### config.mk
export PLATFORM = sky130hd
export DESIGN_NAME = video_top
export DESIGN_NICKNAME = d
export VERILOG_FILES = /design/src/logic/video_cfg_pkg.sv /design/src/logic/video_cmd_pkg.sv /design/src/logic/video_top.sv /design/src/logic/pixel_scanout.sv /design/src/logic/vga_timing.sv /design/src/logic/frame_buffer.sv /design/src/logic/frame_writer.sv /design/src/logic/video_cmd_decoder.sv /design/src/logic/pixel_tick_gen.sv
export SDC_FILE = /design/constraint.sdc
export NUM_CORES = 2
export LEC_CHECK = 0
export BUFFER_PORTS_ARGS = -buffer_cell sky130_fd_sc_hd__buf_2
export CORE_ASPECT_RATIO = 1.5
export CORE_MARGIN = 5
export CORE_UTILIZATION = 60
export DETAILED_ROUTE_END_ITERATION = 10
export HOLD_SLACK_MARGIN = 0.03
export PLACE_DENSITY = 0.84
export SLEW_MARGIN = 15
export SYNTH_ARGS = -nofsm -noshare
export SYNTH_HDL_FRONTEND = slang
export SYNTH_SLANG_ARGS = --single-unit
export TNS_END_PERCENT = 10
### constraint.sdc
create_clock -name sys_clk_i -period 8 [get_ports sys_clk_i]
set_clock_uncertainty 0.1 [all_clocks]
set_input_delay 1.6 -clock sys_clk_i [delete_from_list [all_inputs] [get_ports sys_clk_i]]
set_output_delay 1.6 -clock sys_clk_i [all_outputs]
set_load 0.05 [all_outputs]
### src/logic/video_cfg_pkg.sv
package video_cfg_pkg;

  localparam int COORD_W = 10;  // width of x and y counters

  // one 12 bit colour per pixel
  typedef struct packed {
    logic [3:0] r;  // red
    logic [3:0] g;  // green
    logic [3:0] b;  // blue
  } pixel_rgb_t;

  // screen position in pixels
  typedef struct packed {
    logic [COORD_W-1:0] x;  // column
    logic [COORD_W-1:0] y;  // line
  } vga_pos_t;

  // sync pulses are active low
  typedef struct packed {
    logic hsync;  // horizontal sync
    logic vsync;  // vertical sync
    logic de;     // data enable in active area
  } vga_sync_t;

  // idle level of the sync bundle
  localparam vga_sync_t SYNC_IDLE = '{
    hsync: 1'b1,
    vsync: 1'b1,
    de:    1'b0
  };

endpackage
### src/logic/video_cmd_pkg.sv
package video_cmd_pkg;

  import video_cfg_pkg::*;

  // opcode field of a command word
  typedef enum logic [3:0] {
    OP_NOP         = 4'h0,  // accepted and ignored
    OP_SET_POS     = 4'h1,  // load cursor
    OP_WRITE_PIXEL = 4'h2,  // write at cursor then step
    OP_FILL        = 4'h3   // paint whole frame
  } vid_op_e;

  // word layout msb first is op x y colour
  typedef struct packed {
    vid_op_e    op;      // opcode
    logic [7:0] x;       // column argument
    logic [7:0] y;       // line argument
    pixel_rgb_t colour;  // colour argument
  } vid_cmd_t;

  // single write into the frame buffer
  typedef struct packed {
    logic       we;      // write enable
    vga_pos_t   pos;     // target pixel
    pixel_rgb_t colour;  // data
  } fb_wr_t;

endpackage

### src/logic/video_top.sv
module video_top #(
  parameter int H_ACTIVE    = 16,  // tiny active area for simulation
  parameter int H_FRONT     = 2,
  parameter int H_SYNC      = 3,
  parameter int H_BACK      = 3,
  parameter int V_ACTIVE    = 8,
  parameter int V_FRONT     = 1,
  parameter int V_SYNC      = 2,
  parameter int V_BACK      = 1,
  parameter int PIX_DIV     = 4,   // sys clocks per pixel
  parameter int LOCK_CYCLES = 20   // delay before ready
) (
  input  logic                      sys_clk_i,
  input  logic                      rst_n_i,
  input  logic                      cmd_stb_i,   // CPU command strobe
  input  logic [31:0]               cmd_word_i,  // CPU command word
  output logic                      busy_o,      // fill running
  output logic                      err_o,       // command rejected
  output logic                      ready_o,     // display running
  output logic                      pxl_stb_o,   // pixel enable
  output video_cfg_pkg::vga_sync_t  sync_o,
  output video_cfg_pkg::pixel_rgb_t rgb_o
);

  import video_cfg_pkg::*;
  import video_cmd_pkg::*;

  logic       dec_vld;     // decoder to writer
  vid_cmd_t   dec_cmd;
  fb_wr_t     fb_wr;       // writer to buffer
  vga_pos_t   scan_pos;    // timing to buffer read
  vga_sync_t  raw_sync;    // timing to scanout
  pixel_rgb_t fb_rd_data;  // buffer to scanout

  pixel_tick_gen #(
    .PIX_DIV(PIX_DIV), .LOCK_CYCLES(LOCK_CYCLES)
  ) tick_i (
    .sys_clk_i(sys_clk_i), .rst_n_i(rst_n_i),
    .pxl_stb_o(pxl_stb_o), .ready_o(ready_o)
  );

  video_cmd_decoder #(
    .H_ACTIVE(H_ACTIVE), .V_ACTIVE(V_ACTIVE)
  ) decoder_i (
    .sys_clk_i(sys_clk_i), .rst_n_i(rst_n_i),
    .cmd_stb_i(cmd_stb_i), .cmd_word_i(cmd_word_i),
    .cmd_vld_o(dec_vld), .cmd_o(dec_cmd), .err_o(err_o)
  );

  frame_writer #(
    .H_ACTIVE(H_ACTIVE), .V_ACTIVE(V_ACTIVE)
  ) writer_i (
    .sys_clk_i(sys_clk_i), .rst_n_i(rst_n_i),
    .cmd_vld_i(dec_vld), .cmd_i(dec_cmd),
    .wr_o(fb_wr), .busy_o(busy_o)
  );

  frame_buffer #(
    .H_ACTIVE(H_ACTIVE), .V_ACTIVE(V_ACTIVE)
  ) buffer_i (
    .sys_clk_i(sys_clk_i), .wr_i(fb_wr),
    .rd_pos_i(scan_pos), .rd_data_o(fb_rd_data)
  );

  vga_timing #(
    .H_ACTIVE(H_ACTIVE), .H_FRONT(H_FRONT), .H_SYNC(H_SYNC), .H_BACK(H_BACK),
    .V_ACTIVE(V_ACTIVE), .V_FRONT(V_FRONT), .V_SYNC(V_SYNC), .V_BACK(V_BACK)
  ) timing_i (
    .sys_clk_i(sys_clk_i), .rst_n_i(rst_n_i),
    .pxl_stb_i(pxl_stb_o), .ready_i(ready_o),
    .pos_o(scan_pos), .sync_o(raw_sync)
  );

  pixel_scanout scanout_i (
    .sys_clk_i(sys_clk_i), .rst_n_i(rst_n_i), .pxl_stb_i(pxl_stb_o),
    .sync_i(raw_sync), .rd_data_i(fb_rd_data),
    .sync_o(sync_o), .rgb_o(rgb_o)
  );

endmodule

### src/logic/pixel_scanout.sv
module pixel_scanout (
  input  logic                      sys_clk_i,
  input  logic                      rst_n_i,
  input  logic                      pxl_stb_i,  // pixel enable
  input  video_cfg_pkg::vga_sync_t  sync_i,     // sync of current counters
  input  video_cfg_pkg::pixel_rgb_t rd_data_i,  // buffer data for same position
  output video_cfg_pkg::vga_sync_t  sync_o,     // one pixel late
  output video_cfg_pkg::pixel_rgb_t rgb_o       // aligned with sync_o
);

  import video_cfg_pkg::*;

  localparam pixel_rgb_t BLACK = '0;

  pixel_rgb_t pix_masked;  // data or black in blanking

  assign pix_masked = sync_i.de ? rd_data_i : BLACK;

  always_ff @(posedge sys_clk_i) begin
    if (!rst_n_i) begin
      sync_o <= SYNC_IDLE;
      rgb_o  <= BLACK;
    end else if (pxl_stb_i) begin
      sync_o <= sync_i;      // delayed de travels with rgb
      rgb_o  <= pix_masked;  // read data settled a cycle ago
    end
  end

  // buffer read needs a spare cycle between ticks
  a_tick_spacing: assert property (
    @(posedge sys_clk_i) disable iff (!rst_n_i) pxl_stb_i |=> !pxl_stb_i
  );

endmodule

### src/logic/vga_timing.sv
module vga_timing #(
  parameter int H_ACTIVE = 16,  // visible columns
  parameter int H_FRONT  = 2,
  parameter int H_SYNC   = 3,
  parameter int H_BACK   = 3,
  parameter int V_ACTIVE = 8,   // visible lines
  parameter int V_FRONT  = 1,
  parameter int V_SYNC   = 2,
  parameter int V_BACK   = 1
) (
  input  logic                     sys_clk_i,
  input  logic                     rst_n_i,
  input  logic                     pxl_stb_i,  // pixel enable
  input  logic                     ready_i,    // pixel source locked
  output video_cfg_pkg::vga_pos_t  pos_o,      // current counters
  output video_cfg_pkg::vga_sync_t sync_o      // sync for current counters
);

  import video_cfg_pkg::*;

  // region order is active front sync back
  localparam int H_SYNC_BEG = H_ACTIVE + H_FRONT;
  localparam int H_SYNC_END = H_SYNC_BEG + H_SYNC;
  localparam int H_TOTAL    = H_SYNC_END + H_BACK;
  localparam int V_SYNC_BEG = V_ACTIVE + V_FRONT;
  localparam int V_SYNC_END = V_SYNC_BEG + V_SYNC;
  localparam int V_TOTAL    = V_SYNC_END + V_BACK;

  logic [COORD_W-1:0] h_cnt_q;    // column counter
  logic [COORD_W-1:0] v_cnt_q;    // line counter
  logic               advance;    // step this cycle
  logic               h_last;
  logic               v_last;
  logic               h_act;
  logic               v_act;
  logic               h_sync_on;
  logic               v_sync_on;

  assign advance = pxl_stb_i && ready_i;  // frozen until ready
  assign h_last  = (int'(h_cnt_q) == H_TOTAL - 1);
  assign v_last  = (int'(v_cnt_q) == V_TOTAL - 1);

  always_ff @(posedge sys_clk_i) begin
    if (!rst_n_i) begin
      h_cnt_q <= '0;
      v_cnt_q <= '0;
    end else if (advance) begin
      if (h_last) begin
        h_cnt_q <= '0;
        v_cnt_q <= v_last ? '0 : v_cnt_q + 1'b1;  // next line or new frame
      end else begin
        h_cnt_q <= h_cnt_q + 1'b1;
      end
    end
  end

  assign h_act     = (int'(h_cnt_q) < H_ACTIVE);
  assign v_act     = (int'(v_cnt_q) < V_ACTIVE);
  assign h_sync_on = (int'(h_cnt_q) >= H_SYNC_BEG) && (int'(h_cnt_q) < H_SYNC_END);
  assign v_sync_on = (int'(v_cnt_q) >= V_SYNC_BEG) && (int'(v_cnt_q) < V_SYNC_END);

  assign pos_o = '{x: h_cnt_q, y: v_cnt_q};

  always_comb begin
    if (ready_i) begin
      sync_o.hsync = !h_sync_on;  // active low
      sync_o.vsync = !v_sync_on;
      sync_o.de    = h_act && v_act;
    end else begin
      sync_o = SYNC_IDLE;  // quiet display before lock
    end
  end

  // lock never drops once the raster runs
  a_ready_holds: assert property (
    @(posedge sys_clk_i) disable iff (!rst_n_i) ready_i |=> ready_i
  );

endmodule

### src/logic/frame_buffer.sv
module frame_buffer #(
  parameter int H_ACTIVE = 16,  // visible columns
  parameter int V_ACTIVE = 8    // visible lines
) (
  input  logic                      sys_clk_i,
  input  video_cmd_pkg::fb_wr_t     wr_i,      // write side from the writer
  input  video_cfg_pkg::vga_pos_t   rd_pos_i,  // read side from timing
  output video_cfg_pkg::pixel_rgb_t rd_data_o  // one cycle after rd_pos_i
);

  import video_cfg_pkg::*;

  localparam int DEPTH  = H_ACTIVE * V_ACTIVE;
  localparam int ADDR_W = (DEPTH > 1) ? $clog2(DEPTH) : 1;

  pixel_rgb_t        mem [DEPTH];  // row major frame
  logic [ADDR_W-1:0] wr_addr;
  logic [ADDR_W-1:0] rd_addr;

  function automatic logic [ADDR_W-1:0] pos_to_addr(vga_pos_t pos);
    return ADDR_W'(int'(pos.y) * H_ACTIVE + int'(pos.x));  // y * width + x
  endfunction

  assign wr_addr = pos_to_addr(wr_i.pos);
  assign rd_addr = pos_to_addr(rd_pos_i);  // blanking positions alias and get masked later

  always_ff @(posedge sys_clk_i) begin
    if (wr_i.we) begin
      mem[wr_addr] <= wr_i.colour;
    end
    rd_data_o <= mem[rd_addr];  // registered read
  end

  // the writer only ever targets visible pixels
  a_wr_in_range: assert property (
    @(posedge sys_clk_i) wr_i.we |->
      (int'(wr_i.pos.x) < H_ACTIVE) && (int'(wr_i.pos.y) < V_ACTIVE)
  );

endmodule

### src/logic/frame_writer.sv
module frame_writer #(
  parameter int H_ACTIVE = 16,  // visible columns
  parameter int V_ACTIVE = 8    // visible lines
) (
  input  logic                    sys_clk_i,
  input  logic                    rst_n_i,
  input  logic                    cmd_vld_i,  // decoded command pulse
  input  video_cmd_pkg::vid_cmd_t cmd_i,      // decoded command
  output video_cmd_pkg::fb_wr_t   wr_o,       // buffer write port
  output logic                    busy_o      // fill in progress
);

  import video_cfg_pkg::*;
  import video_cmd_pkg::*;

  typedef enum logic {
    IDLE,  // taking commands
    FILL   // sweeping the frame
  } fill_state_e;

  localparam logic [COORD_W-1:0] X_LAST = COORD_W'(H_ACTIVE - 1);
  localparam logic [COORD_W-1:0] Y_LAST = COORD_W'(V_ACTIVE - 1);

  fill_state_e        state_q;
  logic [COORD_W-1:0] cur_x_q;        // cursor column
  logic [COORD_W-1:0] cur_y_q;        // cursor line
  logic [COORD_W-1:0] fill_x_q;       // sweep column
  logic [COORD_W-1:0] fill_y_q;       // sweep line
  pixel_rgb_t         fill_colour_q;  // fill colour held for the sweep
  logic               pix_we_q;       // single pixel write pending
  vga_pos_t           pix_pos_q;
  pixel_rgb_t         pix_colour_q;
  logic               do_set;
  logic               do_pixel;
  logic               do_fill;

  assign do_set   = cmd_vld_i && (cmd_i.op == OP_SET_POS);
  assign do_pixel = cmd_vld_i && (cmd_i.op == OP_WRITE_PIXEL);
  assign do_fill  = cmd_vld_i && (cmd_i.op == OP_FILL);

  // cursor and its raster step
  always_ff @(posedge sys_clk_i) begin
    if (!rst_n_i) begin
      cur_x_q <= '0;
      cur_y_q <= '0;
    end else if (do_set) begin
      cur_x_q <= COORD_W'(cmd_i.x);  // range checked by decoder
      cur_y_q <= COORD_W'(cmd_i.y);
    end else if (do_pixel) begin
      if (cur_x_q == X_LAST) begin
        cur_x_q <= '0;
        cur_y_q <= (cur_y_q == Y_LAST) ? '0 : cur_y_q + 1'b1;  // wrap to top
      end else begin
        cur_x_q <= cur_x_q + 1'b1;
      end
    end
  end

  // fill sweep one pixel per cycle
  always_ff @(posedge sys_clk_i) begin
    if (!rst_n_i) begin
      state_q  <= IDLE;
      fill_x_q <= '0;
      fill_y_q <= '0;
    end else begin
      case (state_q)
        IDLE: begin
          if (do_fill) begin
            state_q  <= FILL;
            fill_x_q <= '0;
            fill_y_q <= '0;
          end
        end
        FILL: begin
          if (fill_x_q == X_LAST) begin
            fill_x_q <= '0;
            if (fill_y_q == Y_LAST) begin
              state_q <= IDLE;  // last pixel written this cycle
            end else begin
              fill_y_q <= fill_y_q + 1'b1;
            end
          end else begin
            fill_x_q <= fill_x_q + 1'b1;
          end
        end
        default: state_q <= IDLE;
      endcase
    end
  end

  always_ff @(posedge sys_clk_i) begin
    if (!rst_n_i) begin
      pix_we_q <= 1'b0;
    end else begin
      pix_we_q <= do_pixel;
    end
  end

  // payload for pixel and fill
  always_ff @(posedge sys_clk_i) begin
    if (do_pixel) begin
      pix_pos_q    <= '{x: cur_x_q, y: cur_y_q};  // cursor before the step
      pix_colour_q <= cmd_i.colour;
    end
    if (do_fill) begin
      fill_colour_q <= cmd_i.colour;
    end
  end

  always_comb begin
    if (state_q == FILL) begin
      wr_o = '{we: 1'b1, pos: '{x: fill_x_q, y: fill_y_q}, colour: fill_colour_q};
    end else begin
      wr_o = '{we: pix_we_q, pos: pix_pos_q, colour: pix_colour_q};
    end
  end

  assign busy_o = (state_q == FILL);

  // CPU must hold off while a fill runs
  a_no_cmd_when_busy: assert property (
    @(posedge sys_clk_i) disable iff (!rst_n_i) cmd_vld_i |-> !busy_o
  );

endmodule

### src/logic/video_cmd_decoder.sv
module video_cmd_decoder #(
  parameter int H_ACTIVE = 16,  // visible columns
  parameter int V_ACTIVE = 8    // visible lines
) (
  input  logic                    sys_clk_i,
  input  logic                    rst_n_i,
  input  logic                    cmd_stb_i,   // word present this cycle
  input  logic [31:0]             cmd_word_i,  // raw command word
  output logic                    cmd_vld_o,   // decoded command pulse
  output video_cmd_pkg::vid_cmd_t cmd_o,       // decoded command
  output logic                    err_o        // rejected command pulse
);

  import video_cmd_pkg::*;

  vid_cmd_t raw_cmd;  // word split into fields
  logic     op_ok;    // opcode is known
  logic     pos_ok;   // SET_POS target inside active area
  logic     cmd_ok;   // whole command legal

  // field unpack
  always_comb begin
    raw_cmd.op     = vid_op_e'(cmd_word_i[31:28]);
    raw_cmd.x      = cmd_word_i[27:20];
    raw_cmd.y      = cmd_word_i[19:12];
    raw_cmd.colour = cmd_word_i[11:0];
  end

  always_comb begin
    case (raw_cmd.op)
      OP_NOP, OP_SET_POS, OP_WRITE_PIXEL, OP_FILL: op_ok = 1'b1;
      default:                                     op_ok = 1'b0;  // reserved codes
    endcase
  end

  assign pos_ok = (int'(raw_cmd.x) < H_ACTIVE) && (int'(raw_cmd.y) < V_ACTIVE);
  assign cmd_ok = op_ok && ((raw_cmd.op != OP_SET_POS) || pos_ok);  // range only for SET_POS

  // control pulses
  always_ff @(posedge sys_clk_i) begin
    if (!rst_n_i) begin
      cmd_vld_o <= 1'b0;
      err_o     <= 1'b0;
    end else begin
      cmd_vld_o <= cmd_stb_i && cmd_ok;   // good command goes on
      err_o     <= cmd_stb_i && !cmd_ok;  // bad one is dropped
    end
  end

  // payload register
  always_ff @(posedge sys_clk_i) begin
    if (cmd_stb_i) begin
      cmd_o <= raw_cmd;
    end
  end

endmodule

### src/logic/pixel_tick_gen.sv
module pixel_tick_gen #(
  parameter int PIX_DIV     = 4,   // sys clocks per pixel
  parameter int LOCK_CYCLES = 20   // stand in for clock manager lock time
) (
  input  logic sys_clk_i,
  input  logic rst_n_i,
  output logic pxl_stb_o,  // one cycle pixel enable
  output logic ready_o     // high once lock delay is over
);

  localparam int DIV_W  = (PIX_DIV > 1) ? $clog2(PIX_DIV) : 1;
  localparam int LOCK_W = $clog2(LOCK_CYCLES + 1);

  logic [DIV_W-1:0]  div_cnt_q;   // modulo PIX_DIV phase
  logic [LOCK_W-1:0] lock_cnt_q;  // saturating lock counter
  logic              stb_q;

  always_ff @(posedge sys_clk_i) begin
    if (!rst_n_i) begin
      div_cnt_q <= '0;
      stb_q     <= 1'b0;
    end else begin
      stb_q <= (div_cnt_q == DIV_W'(PIX_DIV - 1));  // strobe at end of phase
      if (div_cnt_q == DIV_W'(PIX_DIV - 1)) begin
        div_cnt_q <= '0;  // wrap
      end else begin
        div_cnt_q <= div_cnt_q + 1'b1;
      end
    end
  end

  always_ff @(posedge sys_clk_i) begin
    if (!rst_n_i) begin
      lock_cnt_q <= '0;
    end else if (lock_cnt_q != LOCK_W'(LOCK_CYCLES)) begin
      lock_cnt_q <= lock_cnt_q + 1'b1;  // stops at LOCK_CYCLES
    end
  end

  assign pxl_stb_o = stb_q;
  assign ready_o   = (lock_cnt_q == LOCK_W'(LOCK_CYCLES));  // "locked"

endmodule

==> results.md <==
- Status: complete, no violations
- Synth Area in Simple Gates: 3.674%
- Worst flop-to-flop path endpoint: buffer_i.mem[121][1]$_DFFE_PP_
- First-pass GRT wire length: 249.1 mm
- Via/cell ratio: 7.074
- Post-detail-place hpwl: 98.49 mm
- Worst vdd ir: 0.2425 mV
- Filler cells: 6,407
- Synth top area cells: edfxtp_1, mux4_2, mux2i_1
- Final Util: 65.92%
- Setup WS pre-CTS: 3.248 ns
- RSZ-0062 raised after global routing: no
- Worst R2R Setup Slack: 3.03 ns
- Slew headroom: 11.18%
- Post-route ant nets: 0
- Synth warnings: 0
- Syn Area/Cell: 19.29 um2
- Tot Pwr: 16.61 mW
- GRT Total Usage: 29.49%
- Initial antenna violation count: 6
- Initial DRC count: 5,272
- Post-synthesis mux area share: 14.12%
- Layout cells sized above 1: 19.48%
- CP arrival: 5.26 ns
- Die Wd: 281.2 um
- Routed vias: 35,750
- Area grow syn2layout: 9.350%
- Worst-path clk slew: 0.07 ns
- TritonCTS clock tree: built
- Grt ovf: 0
- Post-synthesis compound-gate area fraction: 3.837%
- Initial Util: 60.29%
- CP max FO: 35
- Count of cell types in the netlist: 77
- Fin Hold WS: 0.3357 ns
- Startpoint Class: register
- Largest family of logic cells by synthesized area: multiplexers
- Period utilisation layout: 62.17%
- Reg2Reg Depth: 7
- Final WL: 172.4 mm
- Post-CTS resize count: 0
- Adder-cell share of the synthesized area: 0.3440%
- Post-synthesis cell area: 66,200 um2
- Critical Path Sink Type: register
- Final slew viol count: 0
- Top cell type's share of synthesized area: 72.67%
- Pleak: 21.75 nW
- DR pass1 iterations: 9
- Nets: 3,553
- Inserted Clock Buffers: 144
- Height of the die: 416.8 um
- Main synth FF type: edfxtp_1
- Multi-input gate area: 15,100 um2
- Syn nets: 3,483
- Setup_tns: 0 ns
- Ports: 54
- Final Worst Setup Slack: 3.026 ns
- Synth async-reset ratio: 0%
- Port bufs: 53
- Seq/Total Area, Yosys: 75.66%
- Hold_buf cts: 0
- #FFs+latches synth: 1,701
- Pwr dens: 229.5 nW/um2
- Clk sinks: 1,701
- Largest net degree at the start of global routing: 129
- Hold Violations, Final: 0
- Max-Cap Viols: 0
- Vias in the first global route: 35,860
- Setup Buffers After CTS: 0
- GPL Wtd Cong: 0.9355
- Crit path required time: 8.28 ns
- Hold path cells: 1
- WHS Endpoint: tick_i.div_cnt_q[0]$_SDFF_PP0_
- Number of synthesized flops with an enable pin: 1,602
- Sequential Area: 50,100 um2
- Clk buf depth: 3
- WL/cell: 34.12 um
- Full die area: 117,200 um2
- Crit path time final: 4.974 ns
- Clk root buf: clkbuf_16
- Core Footprint: 109,800 um2
- Reg2reg start: writer_i.busy_o$_SDFF_PN0_
- Yosys top cell by area: edfxtp_1
- Clock latency at the later pin of the worst-skew pair: 0.80 ns
- Setup-failing EPs final: 0
- Worst Tran Pin Value: 1.327 ns
- DRC viols: 0
- Hold crit path type: register to register
- Row count: 149
- H-tree levels: 4
- F_max: 0.2011 GHz
- Kind of critical path: register to register
- Hold Startpoint: tick_i.div_cnt_q[0]$_SDFF_PP0_
- Mapped Cells: 3,431
- Post-synthesis xor/xnor area fraction: 0.6180%
## cells by family after synthesis
logic type / Yosys count
mux: 559
compound gates: 367
simple gates: 533
xor+xnor: 45
flops: 1701
buf+inv: 209
fa+ha+maj: 17
## stage by stage
stage / instance area [um2] / std cells
after floorplan: 66200 / 3431
after CTS: 72330 / 5048
after detailed placement: 67770 / 4789
after global placement: 67770 / 4789
after global routing: 72380 / 5048
final: 72390 / 5053
## report_power, final
group | internal (mW) | switching [mW] | leakage, nW
Combinational | 0.0144 | 0.0407 | 4.29
Clock | 3.79 | 3.14 | 2.22
Sequential | 9.62 | 0.0109 | 15.2
Total | 13.4 | 3.19 | 21.7
## metal layers
metal / share of wire (%) / wire (um) / global-route usage (%) / up-vias
met1: 30 / 52430 / 35.11 / 17700
met5: 0.036 / 62 / 0 / -
met2: 48 / 82580 / 46.84 / 3112
li1: - / - / - / 14110
met4: 9.3 / 16060 / 20.13 / 6
met3: 12 / 21270 / 8.525 / 819
## how the worst max path moves through the flow
stage                                from                              end  slack (ns)  cells after the start
2_1_floorplan  writer_i.busy_o$_SDFF_PN0_   buffer_i.mem[101][0]$_DFFE_PP_        3.98                     10
3_3_place_gp   writer_i.busy_o$_SDFF_PN0_  buffer_i.mem[109][11]$_DFFE_PP_        3.40                      7
3_5_place_dp   writer_i.busy_o$_SDFF_PN0_  buffer_i.mem[109][11]$_DFFE_PP_        3.25                      7
4_1_cts        writer_i.busy_o$_SDFF_PN0_   buffer_i.mem[127][5]$_DFFE_PP_        3.24                      7
5_1_grt        writer_i.busy_o$_SDFF_PN0_   buffer_i.mem[105][3]$_DFFE_PP_        2.98                      7
6_report       writer_i.busy_o$_SDFF_PN0_   buffer_i.mem[121][1]$_DFFE_PP_        3.03                      7
## layout by cell type, fill, tap and decap left out, types with 41 or more instances in the layout
cell type | netlist | layout
a21oi_1 | 77 | 77
o221ai_1 | 41 | 41
clkbuf_16 | 0 | 151
buf_2 | 50 | 53
nand2_1 | 124 | 119
mux4_2 | 295 | 295
dfxtp_1 | 99 | 94
mux2i_1 | 213 | 213
o21ai_0 | 51 | 51
edfxtp_1 | 1602 | 1602
buf_4 | 25 | 49
nor2_1 | 239 | 220
## area by class of cell
type                    instances  share of cell area [%]
inverters                      27                  0.1400
multi-input cells            1521                   20.86
clock buffers                 183                   5.400
diodes                          5                 0.01728
well taps                    1434                   2.479
flip-flops and latches       1701                   69.21
clock inverters                76                  0.9022
repair buffers                106                  0.9852
## worst max-delay path: stages (launching register included)
cell     delay (ns)
dfxtp_2        0.92
mux2_2         0.42
ha_1           0.20
inv_1          0.08
fa_1           0.44
nor2_1         0.94
nand2_1        0.46
nor2_1         1.02
## cell usage after synthesis, types with 35 or more instances
cell type and number:
a21oi_1 77, a221oi_1 37, buf_2 50, clkbuf_1 69, dfxtp_1 99, edfxtp_1 1602, mux2_2 51, mux2i_1 213
mux4_2 295, nand2_1 124, nor2_1 239, o21ai_0 51, o221ai_1 41, o22ai_1 35
## registers in the layout, summed over array words and instances (netlist names), 10 cells and up
register and cells:
buffer_i.mem 1536, buffer_i.rd_data_o 12, decoder_i.cmd_o 32, scanout_i.rgb_o 12
timing_i.h_cnt_q 10, timing_i.v_cnt_q 10, writer_i.cur_x_q 10, writer_i.cur_y_q 10
writer_i.fill_colour_q 12, writer_i.fill_x_q 10, writer_i.fill_y_q 10, writer_i.pix_colour_q 12
writer_i.pix_pos_q 10
No activity file was read; power rests on OpenSTA's default activity.
